===== config.mk =====
export PLATFORM = sky130hd
export DESIGN_NAME = dtm_ctrl_top
export DESIGN_NICKNAME = d
export VERILOG_FILES = /design/src/hw/dtm_pkg.sv /design/src/hw/dtm_ctrl_top.sv /design/src/hw/tap2_frame.sv /design/src/hw/tap2_sequencer.sv /design/src/hw/tap5_fsm.sv
export SDC_FILE = /design/constraint.sdc
export NUM_CORES = 1
export LEC_CHECK = 0
export ABC_AREA = 1
export BUFFER_PORTS_ARGS = -buffer_cell sky130_fd_sc_hd__buf_2
export CAP_MARGIN = 20
export CORE_MARGIN = 3
export CORE_UTILIZATION = 40
export CTS_CLUSTER_SIZE = 25
export DETAILED_ROUTE_END_ITERATION = 12
export PLACE_DENSITY_LB_ADDON = 0.3
export SETUP_SLACK_MARGIN = 0.15
export SLEW_MARGIN = 20
export SYNTH_ARGS = -nofsm -noshare
export SYNTH_HDL_FRONTEND = slang
export SYNTH_SLANG_ARGS = --single-unit

===== constraint.sdc =====
create_clock -name tclk -period 1.2 [get_ports tclk]
set_clock_uncertainty 0.1 [all_clocks]
set_input_delay 0.12 -clock tclk [delete_from_list [all_inputs] [get_ports tclk]]
set_output_delay 0.12 -clock tclk [all_outputs]
set_load 0.05 [all_outputs]

===== src/hw/dtm_pkg.sv =====
/*
 * shared definitions for the debug transport controller
 *   register widths and data-length counter width
 *   instruction codes
 *   four-wire TAP and two-wire sequencer state encodings
 *   chain strobe struct and two-wire phase struct
 */
`default_nettype none

package dtm_pkg;

    // ====================
    // widths
    // ====================
    localparam int IR_WIDTH      = 5;
    localparam int ABITS         = 16;
    localparam int DMI_WIDTH     = ABITS + 34;        // addr + data + op
    localparam int DMI_ACC_WIDTH = DMI_WIDTH - ABITS; // short dmi, no addr
    localparam int NDMI_WIDTH    = 32;                // idcode and dtmcs
    localparam int DMI_ACC_LEN   = 1;
    localparam int LEN_WIDTH     = 8;

    // instruction codes
    localparam logic [IR_WIDTH-1:0] IR_IDCODE  = 5'h01;
    localparam logic [IR_WIDTH-1:0] IR_DMI_ACC = 5'h02;
    localparam logic [IR_WIDTH-1:0] IR_DTMCS   = 5'h10;
    localparam logic [IR_WIDTH-1:0] IR_DMI     = 5'h11;

    // ====================
    // state encodings
    // ====================
    typedef enum logic [3:0] {
        TAP5_RESET     = 4'b0000,
        TAP5_IDLE      = 4'b0001,
        TAP5_SEL_IR    = 4'b0010,
        TAP5_SEL_DR    = 4'b0011,
        TAP5_SHIFT_IR  = 4'b0100,
        TAP5_EXIT1_IR  = 4'b0101,
        TAP5_CAPT_IR   = 4'b0110,
        TAP5_UPDATE_IR = 4'b0111,
        TAP5_EXIT1_DR  = 4'b1000,
        TAP5_UPDATE_DR = 4'b1001,
        TAP5_SHIFT_DR  = 4'b1010,
        TAP5_CAPT_DR   = 4'b1011,
        TAP5_PAUSE_DR  = 4'b1100,
        TAP5_PAUSE_IR  = 4'b1101,
        TAP5_EXIT2_DR  = 4'b1110,
        TAP5_EXIT2_IR  = 4'b1111
    } tap5_state_e;

    typedef enum logic [3:0] {
        TAP2_RESET  = 4'b0000,
        TAP2_START  = 4'b0001,
        TAP2_RW     = 4'b0010,
        TAP2_RS     = 4'b0011,
        TAP2_TRN1   = 4'b0100,
        TAP2_DATA   = 4'b0101,
        TAP2_SYNC   = 4'b0110,
        TAP2_PARITY = 4'b0111,
        TAP2_TRN2   = 4'b1000
    } tap2_state_e;

    // ====================
    // structs
    // ====================
    typedef struct packed {
        logic capture_ir;
        logic capture_dr;
        logic shift_ir;
        logic shift_dr;
        logic update_ir;
        logic update_dr;
    } chain_ctrl_t;

    // one flag per packet phase, high while the sequencer sits in it
    typedef struct packed {
        logic rw;
        logic rs;
        logic trn1;
        logic sync;
        logic data;
        logic parity;
        logic trn2;
    } tap2_phase_t;

endpackage

`default_nettype wire

===== src/hw/dtm_ctrl_top.sv =====
/*
 * debug transport control core
 *   four-wire TAP controller
 *   two-wire sequencer and framing pair
 *   merged chain strobes
 */
`timescale 1ns/1ps
`default_nettype none

module dtm_ctrl_top
    import dtm_pkg::*;
(
    input  wire                tclk,
    input  wire                trst_b,
    input  wire                dmi_hard_reset_i,
    input  wire                tap_en_i,
    input  wire                jtag2_sel_i,      // 1 = two-wire
    input  wire                tms_i,
    input  wire                dmi_short_mode_i,
    input  wire [IR_WIDTH-1:0] chain_ir_i,
    output logic               tdo_en_o,
    output logic               tms_oe_o,
    output chain_ctrl_t        chain_ctrl_o,
    output logic               shift_par_o,
    output logic               shift_sync_o
);

    chain_ctrl_t          tap5_ctrl;
    chain_ctrl_t          tap2_ctrl;
    tap2_phase_t          tap2_phase;
    logic                 tap2_read;
    logic [LEN_WIDTH-1:0] tap2_len;

    tap5_fsm u_tap5 (
        .tclk             (tclk),
        .trst_b           (trst_b),
        .dmi_hard_reset_i (dmi_hard_reset_i),
        .jtag2_sel_i      (jtag2_sel_i),
        .tap_en_i         (tap_en_i),
        .tms_i            (tms_i),
        .chain_ctrl_o     (tap5_ctrl),
        .tdo_en_o         (tdo_en_o)
    );

    tap2_sequencer u_tap2_seq (
        .tclk             (tclk),
        .trst_b           (trst_b),
        .dmi_hard_reset_i (dmi_hard_reset_i),
        .jtag2_sel_i      (jtag2_sel_i),
        .tap_en_i         (tap_en_i),
        .tms_i            (tms_i),
        .read_i           (tap2_read),
        .data_len_i       (tap2_len),
        .phase_o          (tap2_phase)
    );

    tap2_frame u_tap2_frame (
        .tclk             (tclk),
        .trst_b           (trst_b),
        .dmi_hard_reset_i (dmi_hard_reset_i),
        .tms_i            (tms_i),
        .dmi_short_mode_i (dmi_short_mode_i),
        .chain_ir_i       (chain_ir_i),
        .phase_i          (tap2_phase),
        .read_o           (tap2_read),
        .data_len_o       (tap2_len),
        .tms_oe_o         (tms_oe_o),
        .chain_ctrl_o     (tap2_ctrl),
        .shift_par_o      (shift_par_o),
        .shift_sync_o     (shift_sync_o)
    );

    // only one machine is out of reset at a time
    assign chain_ctrl_o = chain_ctrl_t'(tap5_ctrl | tap2_ctrl);

endmodule

`default_nettype wire


===== src/hw/tap2_frame.sv =====
/*
 * two-wire packet framing
 *   read/write bit and register select capture
 *   data length by select, instruction and dmi mode
 *   odd-parity check, TMS output enable
 *   two-wire chain, parity and sync strobes
 */
`timescale 1ns/1ps
`default_nettype none

module tap2_frame
    import dtm_pkg::*;
(
    input  wire                  tclk,
    input  wire                  trst_b,
    input  wire                  dmi_hard_reset_i,
    input  wire                  tms_i,
    input  wire                  dmi_short_mode_i,
    input  wire [IR_WIDTH-1:0]   chain_ir_i,
    input  wire tap2_phase_t     phase_i,
    output logic                 read_o,
    output logic [LEN_WIDTH-1:0] data_len_o,
    output logic                 tms_oe_o,
    output chain_ctrl_t          chain_ctrl_o,
    output logic                 shift_par_o,
    output logic                 shift_sync_o
);

    logic [1:0]           rs_q;       // first select bit ends up in bit 0
    logic                 parity_q;   // low once an odd count of ones is seen
    logic                 ir_sel;
    logic                 dr_sel;
    logic                 wr_ok;
    logic [LEN_WIDTH-1:0] dr_len;

    // ====================
    // packet header
    // ====================
    always_ff @(posedge tclk) begin
        if (phase_i.rw)
            read_o <= tms_i;               // 1 = read
        if (phase_i.rs)
            rs_q <= {tms_i, rs_q[1]};
    end

    assign ir_sel = (rs_q == 2'b10);
    assign dr_sel = (rs_q == 2'b11);

    // dr length depends on the current instruction
    always_comb begin
        case (chain_ir_i)
            IR_DMI_ACC: dr_len = LEN_WIDTH'(DMI_ACC_LEN - 1);
            IR_DMI: begin
                if (dmi_short_mode_i)
                    dr_len = LEN_WIDTH'(DMI_ACC_WIDTH - 1);
                else
                    dr_len = LEN_WIDTH'(DMI_WIDTH - 1);
            end
            IR_IDCODE,
            IR_DTMCS:   dr_len = LEN_WIDTH'(NDMI_WIDTH - 1);
            default:    dr_len = '0;
        endcase
    end

    // unknown select still walks one data cycle
    assign data_len_o = ir_sel ? LEN_WIDTH'(IR_WIDTH - 1) : (dr_sel ? dr_len : '0);

    // ====================
    // parity and tms enable
    // ====================
    always_ff @(posedge tclk) begin
        if (phase_i.rw)
            parity_q <= 1'b1;
        else if (phase_i.data || phase_i.parity)
            parity_q <= parity_q ^ tms_i;  // data bits then the parity bit
    end

    always_ff @(posedge tclk or negedge trst_b) begin
        if (!trst_b) begin
            tms_oe_o <= 1'b0;
        end else if (dmi_hard_reset_i) begin
            tms_oe_o <= 1'b0;
        end else if (phase_i.trn1 && read_o) begin
            tms_oe_o <= 1'b1;              // target drives the line on reads
        end else if (phase_i.trn2) begin
            tms_oe_o <= 1'b0;
        end
    end

    // ====================
    // strobes
    // ====================
    assign wr_ok = phase_i.trn2 & ~read_o & ~parity_q;

    assign chain_ctrl_o.capture_ir = phase_i.trn1 & read_o & ir_sel;
    assign chain_ctrl_o.capture_dr = phase_i.trn1 & read_o & dr_sel;
    assign chain_ctrl_o.shift_ir   = phase_i.data & ir_sel;
    assign chain_ctrl_o.shift_dr   = phase_i.data & dr_sel;
    assign chain_ctrl_o.update_ir  = wr_ok & ir_sel;
    assign chain_ctrl_o.update_dr  = wr_ok & dr_sel;

    assign shift_par_o  = phase_i.parity;
    assign shift_sync_o = phase_i.sync;

endmodule

`default_nettype wire


===== src/hw/tap2_sequencer.sv =====
/*
 * two-wire packet sequencer
 *   packet state machine on the shared TMS line
 *   select-bit counter for the two rs bits
 *   data-length down counter
 *   phase flags for the framing logic
 */
`timescale 1ns/1ps
`default_nettype none

module tap2_sequencer
    import dtm_pkg::*;
(
    input  wire                 tclk,
    input  wire                 trst_b,
    input  wire                 dmi_hard_reset_i,
    input  wire                 jtag2_sel_i,
    input  wire                 tap_en_i,
    input  wire                 tms_i,
    input  wire                 read_i,
    input  wire [LEN_WIDTH-1:0] data_len_i,
    output tap2_phase_t         phase_o
);

    tap2_state_e          tap2_cur;
    tap2_state_e          tap2_nxt;
    logic [1:0]           rs_cnt;     // select bits still to come, minus one
    logic [LEN_WIDTH-1:0] data_cnt;   // data bits still to come, minus one

    // ====================
    // state register
    // ====================
    always_ff @(posedge tclk or negedge trst_b) begin
        if (!trst_b) begin
            tap2_cur <= TAP2_RESET;
        end else if (dmi_hard_reset_i || !jtag2_sel_i) begin
            tap2_cur <= TAP2_RESET;
        end else begin
            tap2_cur <= tap2_nxt;
        end
    end

    always_comb begin
        tap2_nxt = tap2_cur;
        case (tap2_cur)
            TAP2_RESET: begin
                if (tap_en_i && tms_i)
                    tap2_nxt = TAP2_START;
            end
            TAP2_START: begin
                if (!tms_i)                    // start bit
                    tap2_nxt = TAP2_RW;
            end
            TAP2_RW:     tap2_nxt = TAP2_RS;
            TAP2_RS: begin
                if (rs_cnt == 2'd0)
                    tap2_nxt = TAP2_TRN1;
            end
            TAP2_TRN1:   tap2_nxt = read_i ? TAP2_SYNC : TAP2_DATA;
            TAP2_SYNC:   tap2_nxt = TAP2_DATA;
            TAP2_DATA: begin
                if (data_cnt == '0)
                    tap2_nxt = TAP2_PARITY;
            end
            TAP2_PARITY: tap2_nxt = TAP2_TRN2;
            TAP2_TRN2:   tap2_nxt = TAP2_START; // next packet
            default:     tap2_nxt = TAP2_RESET;
        endcase
    end

    // ====================
    // counters
    // ====================
    always_ff @(posedge tclk or negedge trst_b) begin
        if (!trst_b) begin
            rs_cnt <= 2'd0;
        end else if (phase_o.rw) begin
            rs_cnt <= 2'd1;
        end else if (phase_o.rs) begin
            rs_cnt <= rs_cnt - 2'd1;
        end
    end

    // length is settled by trn1, the select bits are in by then
    always_ff @(posedge tclk or negedge trst_b) begin
        if (!trst_b) begin
            data_cnt <= '0;
        end else if (phase_o.trn1) begin
            data_cnt <= data_len_i;
        end else if (phase_o.data) begin
            data_cnt <= data_cnt - LEN_WIDTH'(1);
        end
    end

    assign phase_o.rw     = (tap2_cur == TAP2_RW);
    assign phase_o.rs     = (tap2_cur == TAP2_RS);
    assign phase_o.trn1   = (tap2_cur == TAP2_TRN1);
    assign phase_o.sync   = (tap2_cur == TAP2_SYNC);
    assign phase_o.data   = (tap2_cur == TAP2_DATA);
    assign phase_o.parity = (tap2_cur == TAP2_PARITY);
    assign phase_o.trn2   = (tap2_cur == TAP2_TRN2);

endmodule

`default_nettype wire


===== src/hw/tap5_fsm.sv =====
/*
 * four-wire JTAG TAP controller
 *   sixteen-state TAP walk steered by TMS
 *   capture, shift and update strobes decoded from the state
 *   TDO output enable registered on the falling edge
 */
`timescale 1ns/1ps
`default_nettype none

module tap5_fsm
    import dtm_pkg::*;
(
    input  wire         tclk,
    input  wire         trst_b,
    input  wire         dmi_hard_reset_i,
    input  wire         jtag2_sel_i,
    input  wire         tap_en_i,
    input  wire         tms_i,
    output chain_ctrl_t chain_ctrl_o,
    output logic        tdo_en_o
);

    tap5_state_e tap5_cur;
    tap5_state_e tap5_nxt;
    logic        in_shift;

    // ====================
    // state register
    // ====================
    always_ff @(posedge tclk or negedge trst_b) begin
        if (!trst_b) begin
            tap5_cur <= TAP5_RESET;
        end else if (dmi_hard_reset_i || jtag2_sel_i) begin
            tap5_cur <= TAP5_RESET;    // two-wire mode owns the pin
        end else begin
            tap5_cur <= tap5_nxt;
        end
    end

    always_comb begin
        case (tap5_cur)
            TAP5_RESET: begin
                // leaving reset also needs the tap enabled
                tap5_nxt = (tap_en_i && !tms_i) ? TAP5_IDLE : TAP5_RESET;
            end
            TAP5_IDLE:      tap5_nxt = tms_i ? TAP5_SEL_DR    : TAP5_IDLE;
            TAP5_SEL_DR:    tap5_nxt = tms_i ? TAP5_SEL_IR    : TAP5_CAPT_DR;
            TAP5_SEL_IR:    tap5_nxt = tms_i ? TAP5_RESET     : TAP5_CAPT_IR;
            TAP5_CAPT_IR:   tap5_nxt = tms_i ? TAP5_EXIT1_IR  : TAP5_SHIFT_IR;
            TAP5_SHIFT_IR:  tap5_nxt = tms_i ? TAP5_EXIT1_IR  : TAP5_SHIFT_IR;
            TAP5_EXIT1_IR:  tap5_nxt = tms_i ? TAP5_UPDATE_IR : TAP5_PAUSE_IR;
            TAP5_PAUSE_IR:  tap5_nxt = tms_i ? TAP5_EXIT2_IR  : TAP5_PAUSE_IR;
            TAP5_EXIT2_IR:  tap5_nxt = tms_i ? TAP5_UPDATE_IR : TAP5_SHIFT_IR;
            TAP5_UPDATE_IR: tap5_nxt = tms_i ? TAP5_SEL_DR    : TAP5_IDLE;
            TAP5_CAPT_DR:   tap5_nxt = tms_i ? TAP5_EXIT1_DR  : TAP5_SHIFT_DR;
            TAP5_SHIFT_DR:  tap5_nxt = tms_i ? TAP5_EXIT1_DR  : TAP5_SHIFT_DR;
            TAP5_EXIT1_DR:  tap5_nxt = tms_i ? TAP5_UPDATE_DR : TAP5_PAUSE_DR;
            TAP5_PAUSE_DR:  tap5_nxt = tms_i ? TAP5_EXIT2_DR  : TAP5_PAUSE_DR;
            TAP5_EXIT2_DR:  tap5_nxt = tms_i ? TAP5_UPDATE_DR : TAP5_SHIFT_DR;
            TAP5_UPDATE_DR: tap5_nxt = tms_i ? TAP5_SEL_DR    : TAP5_IDLE;
            default:        tap5_nxt = TAP5_RESET;
        endcase
    end

    // ====================
    // chain strobes
    // ====================
    assign chain_ctrl_o.capture_ir = (tap5_cur == TAP5_CAPT_IR);
    assign chain_ctrl_o.capture_dr = (tap5_cur == TAP5_CAPT_DR);
    assign chain_ctrl_o.shift_ir   = (tap5_cur == TAP5_SHIFT_IR);
    assign chain_ctrl_o.shift_dr   = (tap5_cur == TAP5_SHIFT_DR);
    assign chain_ctrl_o.update_ir  = (tap5_cur == TAP5_UPDATE_IR);
    assign chain_ctrl_o.update_dr  = (tap5_cur == TAP5_UPDATE_DR);

    assign in_shift = chain_ctrl_o.shift_ir | chain_ctrl_o.shift_dr;

    // tdo driven half a cycle into the shift state, released half a cycle after
    always_ff @(negedge tclk or negedge trst_b) begin
        if (!trst_b) begin
            tdo_en_o <= 1'b0;
        end else if (dmi_hard_reset_i) begin
            tdo_en_o <= 1'b0;
        end else begin
            tdo_en_o <= in_shift;
        end
    end

endmodule

`default_nettype wire


# Yosys cells after proc, flatten, opt, wreduce, memory -nomap -nowiden
# Cells that the tools add are included.
# Widths: inputs -> output; s select.
# word_totals
wordCells,110
output_inout_bits,10
regBits,24
inputBits,12
# op_classes
add_sub_neg,2
bitwise_logic,14
n_mux,33
eq_ne,32
n_reduce_logical,20
# ops
operator,n
$pmux 4 s12,1
$eq 4x4->1 const B,9
$pmux 4 s9,1
$eq 4x3->1 const B,8
$mux 4,8
$mux 8,4
$mux 2,9
$eq 4x2->1 const B,4
$pmux 8 s2,1
$eq 5x5->1 const B,2
$and 1x1->1,9
$eq 4x1->1 const B,2
$logic_not 4->1,2
$logic_not 8->1,1
$sub 8x1->8 const B,1
$mux 1,6
$mux 3,2
$ne 3x1->1 const B,2
$or 6x6->6,1
$reduce_or 2->1,3
$eq 5x1->1 const B,1
$mux 5,1
$eq 2x2->1 const B,2
$reduce_and 4->1,1
other kinds (13),20

# Logic depth before layout (Yosys ltp)
# logic_depth
depth_word,6
depth_mapped,9

# Hierarchy
# A second synthesis with hierarchy kept.
# unflattened
cells_unflattened,287
area_unflattened_um2,1818.0
# by_module_without_submodules
module,area_each_um2,seq_area_each_um2,instances,cells_each
tap2_sequencer,960.9,350.3,1,144
tap5_fsm,431.7,125.1,1,74
tap2_frame,357.8,135.1,1,51
dtm_ctrl_top,67.6,0.0,1,18

==> impl_metrics.yaml <==
outcome:
  status: "finished with violations"
  violations: "setup timing"
floorplan:
  io_pins: 22
  die_w_um: 72.0
  fp.dieArea_um2: 5180
  die_height_um: 72.0
  core_area_um2: 4090
  rows: 23
  initial_core_util_pct: 42.6
cts:
  path_clk_slew_ns: 0.09
  cts_made_buffers: 3
  cts_max_path_buffers: 2
  root_buffer: "clkbuf_8"
  cts_max_level: 1
  cts_tree: "yes"
  clk_latency_ns: 0.29
  clock-sinks: 24
sta:
  period_needed_ns: 1.79
  maxSlewHeadroom_pct: 78.1
  worst_slack_ns: -0.587
  final_max_slew_viol_count: 0
  setup_tns_ns: -12.23
  grt_setup_unrepaired: "yes"
  fin_crit_sh_pct: 149
  finalSetupViolations: 33
  hold_violations: 0
  max_slew.worst_pin.slew_ns: 0.329
  clock.fmax_mhz: 560
setup_path:
  crit_arrival_ns: 1.57
  start_kind: "flop"
  cp-end-kind: "output pin"
  worstPathMaxFanout: 3
  required_ns: 0.98
  crit_type: "reg2out"
synth:
  syn_area_um2: 1740
  ys_seq_area_share_pct: 35.1
  synth_area_per_cell_um2: 6.67
  ys_seq_elements: 24
  synth.area.top_cells: "dfrtp_1 27%, nand2_1 16%, inv_1 8.8%, nor2_1 7.5%, nand3_1 5.5%"
  yosysUniqueCellTypes: 32
  syn-instance-count: 261
  yosysTopAreaCellShare_pct: 27.3
  yosysTopAreaCell: "dfrtp_1"
  syn_nets: 276
  synth_warnings: 0
placement:
  globalplace.congestion: 0.906
  hpwlAfterDp_um: 3800
  pre_cts_ws_ns: -0.341
  placed_cells: 386
  io_buffer_count: 21
finish:
  num_antenna_cells: 0
  syn_to_final_growth_pct: 88.6
  mostFrequentLayoutCells: "52 x nand2_1, 41 x buf_6, 37 x buf_4"
  drive_gt1_share_pct: 54.8
  final_common_cell: "nand2_1"
  nets: 377
  layout.cells.non_filler: 411
run:
  max_cap_viol_count: 0
routing:
  drt_iter0_markers: 177
  routed_via_density: 5.35
  drtPass1Iterations: 5
  post_drt_wl_per_cell_um: 17.4
  vias: 2198
  detail-route-antenna-nets: 0
  post-route-drc-count: 0
  routed_wl_um: 7170
power:
  powerDensity_nw_per_um2: 553
  p_total_w: 0.00182
  peakVddDrop_v: 0.000636
  p_leak_nw: 1.62
global_routing:
  use_met1_pct: 31.5
  overflow: 0
  grt_use_met3_pct: 5.12
  grt.total_usage_pct: 25.0
  antenna_found_initial: 0
  grt_max_degree: 20
  use_met2_pct: 43.9
  grt_pass1_wl_um: 10000
  grt_pass1_vias: 2118
  grt-busiest-layer: "met2"
min_path:
  worstHoldPathType: "in2reg"
[stage by stage]
step / util, % / hold slack, ns / instance area, µm²
floorplan: - / -0.276 / 1890
global placement: 60.9 / 0.0642 / 2490
detailed placement: 60.9 / 0.0600 / 2490
CTS: 72.9 / 0.0259 / 2980
global route: 80.3 / 0.0482 / 3280
finish: 80.3 / 0.0343 / 3280
[logic make-up (layout without fill, tap and decap cells)]
group / Yosys count / in the layout / synth area share [%]
fa+ha+maj: 3 / 3 / 2.16
flops: 24 / 24 / 35.1
simple gates: 154 / 154 / 41.4
xor+xnor: 1 / 1 / 0.503
compound gates: 33 / 33 / 10.5
buf+inv: 46 / 146 / 10.4
[critical path, stage by stage, from the launching register on]
cell	delay [ns]
dfrtp_2	0.44
nor3_2	0.21
nand4_1	0.18
buf_6	0.17
o21ai_4	0.11
buf_6	0.17
[routing by layer]
| layer | up-vias | wire (µm) |
|---|---|---|
| li1 | 1042 | - |
| met1 | 1015 | 2910 |
| met2 | 113 | 3420 |
| met3 | 28 | 554 |
| met4 | 0 | 285 |
| met5 | - | 0 |
[what timing repair did]
item	4_1_cts	5_1_grt
buffers inserted	12	9
pin swaps	31	32
hold buffers	1	0
setup endpoints to repair	34	34
hold endpoints to repair	19	0
gates resized for setup	88	51
[worst paths after layout]
check / from / end / slack (ns) / cells after the start
max: u_tap2_seq.tap2_cur[2] / chain_ctrl_o[1] / -0.59 / 5
min: jtag2_sel_i / u_tap2_seq.tap2_cur[3] / 0.03 / 3
max reg2reg: u_tap2_seq.tap2_cur[0] / u_tap2_seq.data_cnt[1] / -0.52 / 8
min reg2reg: u_tap2_frame.rs_q[1] / u_tap2_frame.rs_q[0] / 0.40 / 0
max in group asynchronous: trst_b / u_tap5.tdo_en_o / 0.34 / 2
min in group asynchronous: trst_b / u_tap2_seq.data_cnt[3] / 0.28 / 3
[synth_stat cells (all sizes together)]
cell type,instances
inv,45
nand4,3
nand2,76
o211ai,1
a22oi,1
ha,3
nor4,1
dfrtn,1
a21boi,2
nor2,44
dfrtp,19
o21ai,15
or2,1
nor3,5
buf,1
nand3,21
edfxtp,3
o22ai,1
a21oi,9
xor2,1
o31ai,1
nand3b,3
a31oi,3
dfxtp,1
[state kept, by name, summed over array words and instances, names as in the netlist]
register	cells
u_tap2_frame.parity_q	1
u_tap2_seq.data_cnt	8
u_tap2_seq.rs_cnt	2
u_tap2_seq.tap2_cur	4
u_tap2_frame.tms_oe_o	1
u_tap2_frame.read_o	1
u_tap5.tap5_cur	4
u_tap5.tdo_en_o	1
u_tap2_frame.rs_q	2
[layout make-up]
class	count	area (µm²)
fill	239	805
clock buffer	4	55.1
inverter	45	193
multi-input combinational	191	1420
timing repair buffer	97	935
sequential	24	619
tap	50	62.6
[report_power, final]
part	internal [W]	switching (W)	leakage, nW
registers	0.000838	0.0000136	0.280
logic	0.000171	0.000189	1.32
clock network	0.000295	0.000309	0.0288
Note: power is estimated with default switching activity, not from simulation.
